$ cat config.mk
export PLATFORM = sky130hd
export DESIGN_NAME = vecgen_top
export DESIGN_NICKNAME = d
export VERILOG_FILES = /design/src/logic/vecgen_pkg.sv /design/src/logic/vecgen_ifs.sv /design/src/logic/axil_prog_port.sv /design/src/logic/program_store.sv /design/src/logic/segment_engine.sv /design/src/logic/sequence_ctrl.sv /design/src/logic/vecgen_top.sv
export SDC_FILE = /design/constraint.sdc
export NUM_CORES = 1
export LEC_CHECK = 0
export BUFFER_PORTS_ARGS = -buffer_cell sky130_fd_sc_hd__buf_2
export CORE_ASPECT_RATIO = 0.6
export CORE_MARGIN = 1.5
export CORE_UTILIZATION = 30
export CTS_CLUSTER_SIZE = 12
export DETAILED_ROUTE_END_ITERATION = 6
export PLACE_DENSITY_LB_ADDON = 0.15
export SETUP_SLACK_MARGIN = 0.1
export SLEW_MARGIN = 20
export SYNTH_ARGS = -nofsm -noshare
export SYNTH_HDL_FRONTEND = slang
export SYNTH_SLANG_ARGS = --single-unit
$ cat constraint.sdc
create_clock -name clk -period 9.95 [get_ports clk]
set_clock_uncertainty 0.1 [all_clocks]
set_input_delay 1.99 -clock clk [delete_from_list [all_inputs] [get_ports clk]]
set_output_delay 1.99 -clock clk [all_outputs]
set_load 0.05 [all_outputs]
$ cat src/logic/vecgen_pkg.sv
// shared constants for the vector generator, referenced by scoped name from each design file
package vecgen_pkg;

    ////////////////////////////////////////
    // data widths
    ////////////////////////////////////////
    localparam int LEVEL_W = 8;     // channel level and each entry parameter
    localparam int OP_W    = 3;
    localparam int WORD_W  = 32;    // one program entry as seen on the bus

    // opcodes
    localparam logic [OP_W-1:0] OP_NOP    = 3'd0;
    localparam logic [OP_W-1:0] OP_LINE   = 3'd1;
    localparam logic [OP_W-1:0] OP_INCR   = 3'd2;
    localparam logic [OP_W-1:0] OP_DCRE   = 3'd3;
    localparam logic [OP_W-1:0] OP_JUMP   = 3'd4;
    localparam logic [OP_W-1:0] OP_X_RECT = 3'd5;
    localparam logic [OP_W-1:0] OP_Y_RECT = 3'd6;
    localparam logic [OP_W-1:0] OP_LINE_D = 3'd7;

    // field positions inside an entry word
    // bits 31..27 stay zero
    localparam int OP_LSB = 24;
    localparam int PA_LSB = 16;
    localparam int PB_LSB = 8;
    localparam int PC_LSB = 0;

    ////////////////////////////////////////
    // bus address map
    ////////////////////////////////////////
    localparam int AXI_ADDR_W    = 8;
    localparam int ADDR_IDX_LSB  = 2;   // entries are word aligned
    localparam int ADDR_CHAN_BIT = 6;   // 0 selects x, 1 selects y

    localparam logic [AXI_ADDR_W-1:0] CTRL_ADDR = 8'h80;
    localparam int CTRL_RUN_BIT     = 0;
    localparam int CTRL_RESTART_BIT = 1;  // clears itself after one clock

    // response codes
    localparam int RESP_W = 2;
    localparam logic [RESP_W-1:0] RESP_OKAY   = 2'd0;
    localparam logic [RESP_W-1:0] RESP_SLVERR = 2'd2;

endpackage

$ cat src/logic/vecgen_ifs.sv
// internal interfaces of the vector generator, the program write path and the channel handshake
`timescale 1ns/1ps

// one entry write from the bus port into the program store
interface prog_wr_if #(
    parameter int PROG_DEPTH = 16
);
    logic                          we;     // write strobe, one clock per entry
    logic                          chan;   // 0 is x, 1 is y
    logic [$clog2(PROG_DEPTH)-1:0] index;
    logic [vecgen_pkg::WORD_W-1:0] word;

    modport loader (output we, chan, index, word);
    modport store  (input  we, chan, index, word);
endinterface

// step handshake between the sequencer and one channel engine
interface chan_step_if;
    logic run;
    logic restart;  // one clock pulse
    logic ack;      // one clock pulse, only while both channels are done
    logic done;     // entry finished, held until ack

    modport ctrl   (output run, restart, ack, input done);
    modport engine (input run, restart, ack, output done);
endinterface

$ cat src/logic/axil_prog_port.sv
// AXI4-Lite slave that loads and reads back program entries and holds the run/restart control
`timescale 1ns/1ps

module axil_prog_port #(
    parameter int PROG_DEPTH = 16
) (
    input  logic                              clk,
    input  logic                              reset,
    input  logic [vecgen_pkg::AXI_ADDR_W-1:0] awaddr,
    input  logic                              awvalid,
    output logic                              awready,
    input  logic [vecgen_pkg::WORD_W-1:0]     wdata,
    input  logic                              wvalid,
    output logic                              wready,
    output logic [vecgen_pkg::RESP_W-1:0]     bresp,
    output logic                              bvalid,
    input  logic                              bready,
    input  logic [vecgen_pkg::AXI_ADDR_W-1:0] araddr,
    input  logic                              arvalid,
    output logic                              arready,
    output logic [vecgen_pkg::WORD_W-1:0]     rdata,
    output logic [vecgen_pkg::RESP_W-1:0]     rresp,
    output logic                              rvalid,
    input  logic                              rready,
    input  logic [vecgen_pkg::WORD_W-1:0]     rd_word,   // readback from the store
    output logic                              rd_chan,
    output logic [$clog2(PROG_DEPTH)-1:0]     rd_index,
    output logic                              run,
    output logic                              restart,
    prog_wr_if.loader                         prog_wr
);

    localparam int IDX_W = $clog2(PROG_DEPTH);

    logic aw_rdy;       // shared by awready and wready
    logic wr_fire;
    logic rd_fire;
    logic wr_entry, wr_ctrl;
    logic rd_entry, rd_ctrl;

    // word aligned, below the control register, and inside the program depth
    function automatic logic is_entry(input logic [vecgen_pkg::AXI_ADDR_W-1:0] addr);
        return !addr[vecgen_pkg::AXI_ADDR_W-1]
            && (addr[vecgen_pkg::ADDR_IDX_LSB-1:0] == '0)
            && (addr[vecgen_pkg::ADDR_CHAN_BIT-1:vecgen_pkg::ADDR_IDX_LSB] < PROG_DEPTH);
    endfunction

    assign awready  = aw_rdy;
    assign wready   = aw_rdy;
    assign wr_fire  = aw_rdy && awvalid && wvalid;
    assign rd_fire  = arready && arvalid;
    assign wr_entry = is_entry(awaddr);
    assign wr_ctrl  = (awaddr == vecgen_pkg::CTRL_ADDR);
    assign rd_entry = is_entry(araddr);
    assign rd_ctrl  = (araddr == vecgen_pkg::CTRL_ADDR);

    assign prog_wr.we    = wr_fire && wr_entry;
    assign prog_wr.chan  = awaddr[vecgen_pkg::ADDR_CHAN_BIT];
    assign prog_wr.index = awaddr[vecgen_pkg::ADDR_IDX_LSB +: IDX_W];
    assign prog_wr.word  = wdata;

    assign rd_chan  = araddr[vecgen_pkg::ADDR_CHAN_BIT];    // store read is combinational
    assign rd_index = araddr[vecgen_pkg::ADDR_IDX_LSB +: IDX_W];

    ////////////////////////////////////////
    // handshakes and control register
    ////////////////////////////////////////
    always_ff @(posedge clk) begin
        if (reset) begin
            aw_rdy  <= 1'b0;
            bvalid  <= 1'b0;
            arready <= 1'b0;
            rvalid  <= 1'b0;
            run     <= 1'b0;
            restart <= 1'b0;
        end else begin
            aw_rdy  <= awvalid && wvalid && !aw_rdy && !bvalid;  // no accept while b is held
            arready <= arvalid && !arready && !rvalid;
            restart <= 1'b0;
            if (wr_fire) begin
                bvalid <= 1'b1;
                if (wr_ctrl) begin
                    run     <= wdata[vecgen_pkg::CTRL_RUN_BIT];
                    restart <= wdata[vecgen_pkg::CTRL_RESTART_BIT];
                end
            end else if (bready) begin
                bvalid <= 1'b0;
            end
            if (rd_fire)
                rvalid <= 1'b1;
            else if (rready)
                rvalid <= 1'b0;
        end
    end

    // response payload
    always_ff @(posedge clk) begin
        if (wr_fire)
            bresp <= (wr_entry || wr_ctrl) ? vecgen_pkg::RESP_OKAY : vecgen_pkg::RESP_SLVERR;
        if (rd_fire) begin
            rresp <= (rd_entry || rd_ctrl) ? vecgen_pkg::RESP_OKAY : vecgen_pkg::RESP_SLVERR;
            if (rd_entry)
                rdata <= rd_word;
            else if (rd_ctrl)
                rdata <= {{(vecgen_pkg::WORD_W-1){1'b0}}, run};  // restart reads as 0
            else
                rdata <= '0;
        end
    end

endmodule

$ cat src/logic/program_store.sv
// program memory for the x and y channels, one bus write port and three combinational reads
`timescale 1ns/1ps

module program_store #(
    parameter int PROG_DEPTH = 16
) (
    input  logic                          clk,
    input  logic [$clog2(PROG_DEPTH)-1:0] step_index,  // current entry of both engines
    input  logic                          rd_chan,
    input  logic [$clog2(PROG_DEPTH)-1:0] rd_index,
    output logic [vecgen_pkg::WORD_W-1:0] x_word,
    output logic [vecgen_pkg::WORD_W-1:0] y_word,
    output logic [vecgen_pkg::WORD_W-1:0] rd_word,
    prog_wr_if.store                      prog_wr
);

    // [0] holds channel x, [1] holds channel y
    logic [vecgen_pkg::WORD_W-1:0] mem [0:1][0:PROG_DEPTH-1];

    always_ff @(posedge clk) begin
        if (prog_wr.we)
            mem[prog_wr.chan][prog_wr.index] <= prog_wr.word;
    end

    ////////////////////////////////////////
    // read ports
    ////////////////////////////////////////
    assign x_word  = mem[0][step_index];
    assign y_word  = mem[1][step_index];
    assign rd_word = mem[rd_chan][rd_index];  // bus readback

endmodule

$ cat src/logic/segment_engine.sv
// executes one program entry per step and moves one channel level; instantiated once per channel
`timescale 1ns/1ps

module segment_engine (
    input  logic                           clk,
    input  logic                           reset,
    input  logic [vecgen_pkg::WORD_W-1:0]  word,   // entry at the current step index
    output logic [vecgen_pkg::LEVEL_W-1:0] level,
    chan_step_if.engine                    step
);

    // phase encoding
    localparam logic [2:0] PH_INIT = 3'd0;
    localparam logic [2:0] PH_1    = 3'd1;
    localparam logic [2:0] PH_4    = 3'd4;
    localparam logic [2:0] PH_FIN  = 3'd5;

    // per-clock action on the level
    localparam logic [1:0] ACT_HOLD = 2'd0;
    localparam logic [1:0] ACT_UP   = 2'd1;
    localparam logic [1:0] ACT_DOWN = 2'd2;

    logic [vecgen_pkg::OP_W-1:0]    op;
    logic [vecgen_pkg::LEVEL_W-1:0] pa, pb, pc;
    logic [2:0]                     phase;
    logic [2:0]                     last_phase;
    logic [vecgen_pkg::LEVEL_W-1:0] cnt;       // steps taken in this phase
    logic [vecgen_pkg::LEVEL_W-1:0] seg_len;
    logic [1:0]                     seg_act;

    assign op = word[vecgen_pkg::OP_LSB +: vecgen_pkg::OP_W];
    assign pa = word[vecgen_pkg::PA_LSB +: vecgen_pkg::LEVEL_W];
    assign pb = word[vecgen_pkg::PB_LSB +: vecgen_pkg::LEVEL_W];
    assign pc = word[vecgen_pkg::PC_LSB +: vecgen_pkg::LEVEL_W];

    assign step.done = (phase == PH_FIN);

    // rectangles run four phases, the rest one
    assign last_phase = (op == vecgen_pkg::OP_X_RECT || op == vecgen_pkg::OP_Y_RECT) ? PH_4 : PH_1;

    ////////////////////////////////////////
    // length and action of the current phase
    ////////////////////////////////////////
    always_comb begin
        seg_len = '0;
        seg_act = ACT_HOLD;
        case (op)
            vecgen_pkg::OP_LINE:   begin seg_len = pb; seg_act = ACT_UP;   end
            vecgen_pkg::OP_LINE_D: begin seg_len = pb; seg_act = ACT_DOWN; end
            vecgen_pkg::OP_INCR:   begin seg_len = pa; seg_act = ACT_UP;   end
            vecgen_pkg::OP_DCRE:   begin seg_len = pa; seg_act = ACT_DOWN; end
            vecgen_pkg::OP_X_RECT: begin
                seg_len = phase[0] ? pa : pb;  // odd phases move, even phases hold
                if (phase == 3'd1)
                    seg_act = ACT_UP;
                else if (phase == 3'd3)
                    seg_act = ACT_DOWN;
            end
            vecgen_pkg::OP_Y_RECT: begin
                seg_len = phase[0] ? pa : pb;  // odd phases hold
                if (phase == 3'd2)
                    seg_act = ACT_UP;
                else if (phase == 3'd4)
                    seg_act = ACT_DOWN;
            end
            default: ;                         // nop and jump finish from init
        endcase
    end

    always_ff @(posedge clk) begin
        if (reset) begin
            level <= '0;
            phase <= PH_INIT;
            cnt   <= '0;
        end else if (step.restart || step.ack) begin
            phase <= PH_INIT;                  // level is kept
            cnt   <= '0;
        end else if (step.run && !step.done) begin
            if (phase == PH_INIT) begin
                cnt <= '0;
                case (op)
                    vecgen_pkg::OP_NOP: phase <= PH_FIN;
                    vecgen_pkg::OP_JUMP: begin
                        level <= pa;
                        phase <= PH_FIN;
                    end
                    vecgen_pkg::OP_LINE, vecgen_pkg::OP_LINE_D: begin
                        level <= pa;           // start point of the line
                        phase <= PH_1;
                    end
                    default: phase <= PH_1;
                endcase
            end else if (cnt == seg_len) begin
                cnt   <= '0;
                phase <= (phase == last_phase) ? PH_FIN : phase + 3'd1;
            end else begin
                cnt <= cnt + 1'b1;
                if (seg_act == ACT_UP)
                    level <= level + pc;       // wraps modulo 256
                else if (seg_act == ACT_DOWN)
                    level <= level - pc;
            end
        end
    end

endmodule

$ cat src/logic/sequence_ctrl.sv
// instruction pointer and lockstep control, acks both engines only once both have finished
`timescale 1ns/1ps

module sequence_ctrl #(
    parameter int PROG_DEPTH = 16
) (
    input  logic                          clk,
    input  logic                          reset,
    input  logic                          run,
    input  logic                          restart,     // one clock pulse from the bus port
    output logic [$clog2(PROG_DEPTH)-1:0] step_index,
    chan_step_if.ctrl                     x_step,
    chan_step_if.ctrl                     y_step
);

    logic both_done;
    logic pend;     // both done seen on the previous clock
    logic ack;

    assign both_done = x_step.done && y_step.done;
    assign ack       = pend && run;    // held off while frozen

    assign x_step.run     = run;
    assign y_step.run     = run;
    assign x_step.restart = restart;
    assign y_step.restart = restart;
    assign x_step.ack     = ack;
    assign y_step.ack     = ack;

    ////////////////////////////////////////
    // step pointer
    ////////////////////////////////////////
    always_ff @(posedge clk) begin
        if (reset || restart) begin
            step_index <= '0;
            pend       <= 1'b0;
        end else begin
            pend <= both_done && !ack;
            if (ack)
                step_index <= step_index + 1'b1;  // depth is a power of two so this wraps
        end
    end

endmodule

$ cat src/logic/vecgen_top.sv
// top level of the XY vector generator, AXI4-Lite program port in and two DAC levels out
`timescale 1ns/1ps

module vecgen_top #(
    parameter int PROG_DEPTH = 16
) (
    input  logic                               clk,
    input  logic                               reset,
    input  logic [vecgen_pkg::AXI_ADDR_W-1:0]  awaddr,
    input  logic                               awvalid,
    output logic                               awready,
    input  logic [vecgen_pkg::WORD_W-1:0]      wdata,
    input  logic                               wvalid,
    output logic                               wready,
    output logic [vecgen_pkg::RESP_W-1:0]      bresp,
    output logic                               bvalid,
    input  logic                               bready,
    input  logic [vecgen_pkg::AXI_ADDR_W-1:0]  araddr,
    input  logic                               arvalid,
    output logic                               arready,
    output logic [vecgen_pkg::WORD_W-1:0]      rdata,
    output logic [vecgen_pkg::RESP_W-1:0]      rresp,
    output logic                               rvalid,
    input  logic                               rready,
    output logic [vecgen_pkg::LEVEL_W-1:0]     x_level,
    output logic [vecgen_pkg::LEVEL_W-1:0]     y_level,
    output logic [$clog2(PROG_DEPTH)-1:0]      step_index
);

    logic [vecgen_pkg::WORD_W-1:0] rd_word;
    logic                          rd_chan;
    logic [$clog2(PROG_DEPTH)-1:0] rd_index;
    logic [vecgen_pkg::WORD_W-1:0] x_word, y_word;
    logic                          run, restart;

    prog_wr_if #(.PROG_DEPTH(PROG_DEPTH)) prog_wr ();
    chan_step_if x_step ();
    chan_step_if y_step ();

    ////////////////////////////////////////
    // bus side
    ////////////////////////////////////////
    axil_prog_port #(.PROG_DEPTH(PROG_DEPTH)) i_prog_port (
        .clk(clk), .reset(reset),
        .awaddr(awaddr), .awvalid(awvalid), .awready(awready),
        .wdata(wdata), .wvalid(wvalid), .wready(wready),
        .bresp(bresp), .bvalid(bvalid), .bready(bready),
        .araddr(araddr), .arvalid(arvalid), .arready(arready),
        .rdata(rdata), .rresp(rresp), .rvalid(rvalid), .rready(rready),
        .rd_word(rd_word), .rd_chan(rd_chan), .rd_index(rd_index),
        .run(run), .restart(restart),
        .prog_wr(prog_wr)
    );

    program_store #(.PROG_DEPTH(PROG_DEPTH)) i_store (
        .clk(clk), .step_index(step_index),
        .rd_chan(rd_chan), .rd_index(rd_index),
        .x_word(x_word), .y_word(y_word), .rd_word(rd_word),
        .prog_wr(prog_wr)
    );

    // sequencer and the two channel engines
    sequence_ctrl #(.PROG_DEPTH(PROG_DEPTH)) i_seq_ctrl (
        .clk(clk), .reset(reset), .run(run), .restart(restart),
        .step_index(step_index), .x_step(x_step), .y_step(y_step)
    );

    segment_engine i_x_engine (
        .clk(clk), .reset(reset), .word(x_word), .level(x_level), .step(x_step)
    );

    segment_engine i_y_engine (
        .clk(clk), .reset(reset), .word(y_word), .level(y_level), .step(y_step)
    );

endmodule

==> impl_metrics.yaml <==
sta:
  fmaxAchievable_mhz: 150
  tightest_slew_ns: 1.30
  slew_violations: 0
  min_period_ns: 6.65
  holdWs_ns: 0.357
  relSlewSlack_pct: 13.0
  finalSetupViolations: 0
  setup_slack_ns: 3.30
  setup_tns_ns: 0
  rsz0062_at_grt: "no"
  finalCritPeriodShare_pct: 66.8
  finalHoldViolations: 0
global_route:
  use_met3_pct: 4.51
  grt_pass1_vias: 30591
  top_usage_layer: "met1"
  use_met1_pct: 33.3
  grt_usage_pct: 21.6
  grt_pass1_wl_um: 260000
  antenna_found_initial: 16
  grt_max_degree: 119
  overflow: 0
  grtUsageMet2_pct: 31.0
clock_tree:
  cts.repair.resized: 0
  cts_made_buffers: 111
  cts_setup_buffers: 0
  clk_latency_ns: 0.73
  clk_path_buf_depth: 3
  h-tree-depth: 3
  clockRootBuffer: "clkbuf_16"
  path_clk_slew_ns: 0.07
  cts_sinks: 1107
  cts_tree: "built"
  hold_buffers: 0
floorplan:
  start_util_pct: 30.3
  die_h_um: 324
  dieArea_um2: 174000
  fp.dieW_um: 538
  io_pins: 116
  core_area_um2: 170000
  fp-row-count: 117
place:
  place_ws_ns: 3.35
  portBuffers: 113
  place_congestion: 0.881
  dp_hpwl_um: 110000
  placed_cell_area_um2: 54700
  dp.cells: 5117
synth:
  ys.flop_type: "edfxtp_1"
  synth-xor-area-share_pct: 0.747
  synth_top_family_by_area: "multiplexers"
  synth_cells: 2867
  syn_avg_cell_area_um2: 18.0
  synth_edf_count: 1058
  synth-adder-area-share_pct: 0.878
  yosysWarnings: 0
  yosys_register_bits: 1107
  synth_cell_type_count: 93
  synth_mux_area_share_pct: 23.4
  syn_area_um2: 51600
  synth-async-reset-ratio_pct: 0
  synth_compound_area_share_pct: 5.19
  seq_area_frac_synth_pct: 63.5
  synthSimpleGateAreaFrac_pct: 3.79
final_layout:
  nets: 3060
  area_growth_pct: 12.5
  utilization_pct: 34.1
  drive_gt1_share_pct: 27.2
  finalInstanceArea_um2: 58000
  fin_cells: 5306
critical_path:
  cpPeakStageDelay_ns: 0.99
  reg2reg_slack_ns: 3.30
  cp_slowest_cell: "dfxtp_4"
  critPathCaptureType: "flop"
  crit_required_ns: 10.48
  start_kind: "flop"
  timing.rr.start: "i_seq_ctrl.step_index[1]$_SDFFE_PP0P_"
  cp_common_cell: "a21oi_1"
  path_cells: "buf_4, and2_1, a221oi_1, a21o_1, nand2_1, nand3_1, a32o_1, ha_1, mux2_2, ha_1, a21o_1, a21oi_1, o21bai_1, a21oi_1, o21bai_1, a21oi_1, xnor2_1, xnor2_1, nand2_1, a21oi_1, mux2_4"
  reg2reg_depth: 21
  cp_top_family: "compound AO/OA/AOI/OAI gates"
  cp_num_buf_inv: 1
  regToRegEndpoint: "i_y_engine.level[7]$_SDFFE_PP0P_"
  arrival_ns: 7.17
  crit_path_max_fanout: 58
  worst-setup-path-type: "reg -> reg"
power_and_ir_drop:
  pwr_density_cell_nw_per_um2: 163
  power_leakage_nw: 17.9
  total_power_mw: 9.48
  ir_drop_mv: 0.120
detailed_routing:
  drtIter0Drc: 4245
  drc: 0
  wire_per_inst_um: 35.8
  first_pass_iters: 5
  drt_wl_total_um: 190000
  vias: 30802
  postRouteAntennaNets: 0
  via_per_inst: 5.81
min_path:
  holdPathStages: 1
  min-delay-path-class: "reg -> reg"
  min_to: "i_prog_port.arready$_SDFF_PP0_"
  hold_path.startpoint: "i_prog_port.arready$_SDFF_PP0_"
flow_run:
  maxCapViolations: 0
outcome:
  status: "finished, final reports clean"
==> flip-flops by register name, indices dropped and copies added (netlist names), 3 cells and up <==
signal                 count
i_x_engine.phase           3
i_seq_ctrl.step_index      4
i_store.mem             1024
i_prog_port.rdata         32
i_x_engine.level           8
i_y_engine.cnt             8
i_y_engine.level           8
i_y_engine.phase           3
i_x_engine.cnt             8
==> worst register-to-register path, cell delays in order, from the launching register on <==
cell and delay [ns]:
dfxtp_4 0.99, buf_4 0.55, and2_1 0.58, a221oi_1 0.24
a21o_1 0.26, nand2_1 0.26, nand3_1 0.44, a32o_1 0.43
ha_1 0.35, mux2_2 0.36, ha_1 0.28, a21o_1 0.17
a21oi_1 0.24, o21bai_1 0.11, a21oi_1 0.23, o21bai_1 0.09
a21oi_1 0.18, xnor2_1 0.16, xnor2_1 0.08, nand2_1 0.08
a21oi_1 0.08, mux2_4 0.29
==> cells in the mapped netlist, drive strengths merged (7+ instances only) <==
master / instances / share of area [%]
a211oi: 7 / 0.11
a21oi: 118 / 1.2
a221oi: 16 / 0.28
a22o: 8 / 0.14
a22oi: 7 / 0.12
a31oi: 16 / 0.19
and2: 7 / 0.085
buf: 94 / 1.5
clkbuf: 103 / 0.75
dfxtp: 49 / 1.9
edfxtp: 1058 / 62
ha: 33 / 0.80
inv: 23 / 0.17
mux2: 12 / 0.29
mux2i: 204 / 4.0
mux4: 437 / 19
nand2: 81 / 0.59
nand2b: 13 / 0.16
nand3: 24 / 0.24
nand4: 8 / 0.097
nor2: 168 / 1.2
nor2b: 10 / 0.12
nor3: 51 / 0.51
o21ai: 68 / 0.66
o221ai: 57 / 1.0
o22ai: 53 / 0.66
or3: 9 / 0.11
xnor2: 26 / 0.44
xor2: 18 / 0.31
==> power breakdown <==
| part | total [mW] | switching (mW) | leakage (nW) | internal, mW |
|---|---|---|---|---|
| sequential | 5.10 | 0.00142 | 9.94 | 5.10 |
| clock | 3.96 | 1.84 | 1.56 | 2.12 |
| combinational | 0.415 | 0.268 | 6.38 | 0.148 |
| total | 9.48 | 2.11 | 17.9 | 7.37 |
==> layout by cell type (no fill, tap or decap), types with 8 or more instances in the layout <==
master | synthesis | layout
a21oi_1 | 109 | 108
a21oi_2 | 8 | 9
a221oi_1 | 15 | 15
a22o_1 | 8 | 8
a31oi_1 | 16 | 16
buf_12 | 10 | 9
buf_2 | 15 | 109
buf_4 | 19 | 65
clkbuf_1 | 102 | 37
clkbuf_16 | 0 | 112
clkinv_1 | 1 | 19
clkinv_2 | 0 | 9
dfxtp_1 | 49 | 45
edfxtp_1 | 1058 | 1058
ha_1 | 33 | 33
inv_1 | 23 | 22
mux2_2 | 8 | 8
mux2i_1 | 204 | 204
mux4_1 | 13 | 13
mux4_2 | 423 | 423
nand2_1 | 81 | 81
nand2b_1 | 13 | 11
nand3_1 | 23 | 23
nand4_1 | 8 | 8
nor2_1 | 168 | 136
nor2_4 | 0 | 32
nor2b_1 | 10 | 9
nor3_1 | 49 | 49
o21ai_0 | 65 | 65
o221ai_1 | 52 | 52
o22ai_1 | 52 | 52
or3_1 | 9 | 8
xnor2_1 | 26 | 26
xor2_1 | 18 | 18
==> logic make-up (layout without fill, tap and decap cells) <==
family	count (synthesis)	in the layout
AO/OA/AOI/OAI	397	397
XOR/XNOR	44	44
adder cells (fa/ha/maj)	35	35
buffers and inverters	221	397
flip-flops	1107	1107
multiplexers	653	653
other	1	3
AND/OR/NAND/NOR	409	409
==> per-layer routing <==
| metal | up-vias | wire (µm) |
|---|---|---|
| met1 | 16653 | 90200 |
| met5 | - | 52 |
| met2 | 1665 | 80100 |
| met3 | 232 | 15900 |
| li1 | 12244 | - |
| met4 | 8 | 3830 |
==> how the worst max path moves through the flow <==
stage	startpoint	endpoint	slack (ns)	depth (start not counted)
6_report	i_seq_ctrl.step_index[1]$_SDFFE_PP0P_	i_y_engine.level[7]$_SDFFE_PP0P_	3.30	21
3_5_place_dp	i_seq_ctrl.step_index[1]$_SDFFE_PP0P_	i_y_engine.level[7]$_SDFFE_PP0P_	3.35	21
5_1_grt	i_seq_ctrl.step_index[1]$_SDFFE_PP0P_	i_y_engine.level[7]$_SDFFE_PP0P_	2.92	21
4_1_cts	i_seq_ctrl.step_index[1]$_SDFFE_PP0P_	i_y_engine.level[7]$_SDFFE_PP0P_	3.35	21
3_3_place_gp	i_seq_ctrl.step_index[1]$_SDFFE_PP0P_	i_y_engine.level[7]$_SDFFE_PP0P_	3.28	21
2_1_floorplan	i_seq_ctrl.step_index[0]$_SDFFE_PP0P_	i_y_engine.level[7]$_SDFFE_PP0P_	4.46	26
==> layout make-up <==
| class | instances | area [µm²] |
|---|---|---|
| Timing Repair Buffer | 186 | 1270 |
| Fill cell | 16044 | 112000 |
| Tap cell | 2261 | 2830 |
| Inverter | 24 | 92.6 |
| Multi-Input combinational cell | 1540 | 17800 |
| Clock buffer | 155 | 3020 |
| Sequential cell | 1107 | 32800 |
| Antenna cell | 1 | 2.50 |
| Clock inverter | 32 | 203 |
Power figures use the tool's default switching activity.
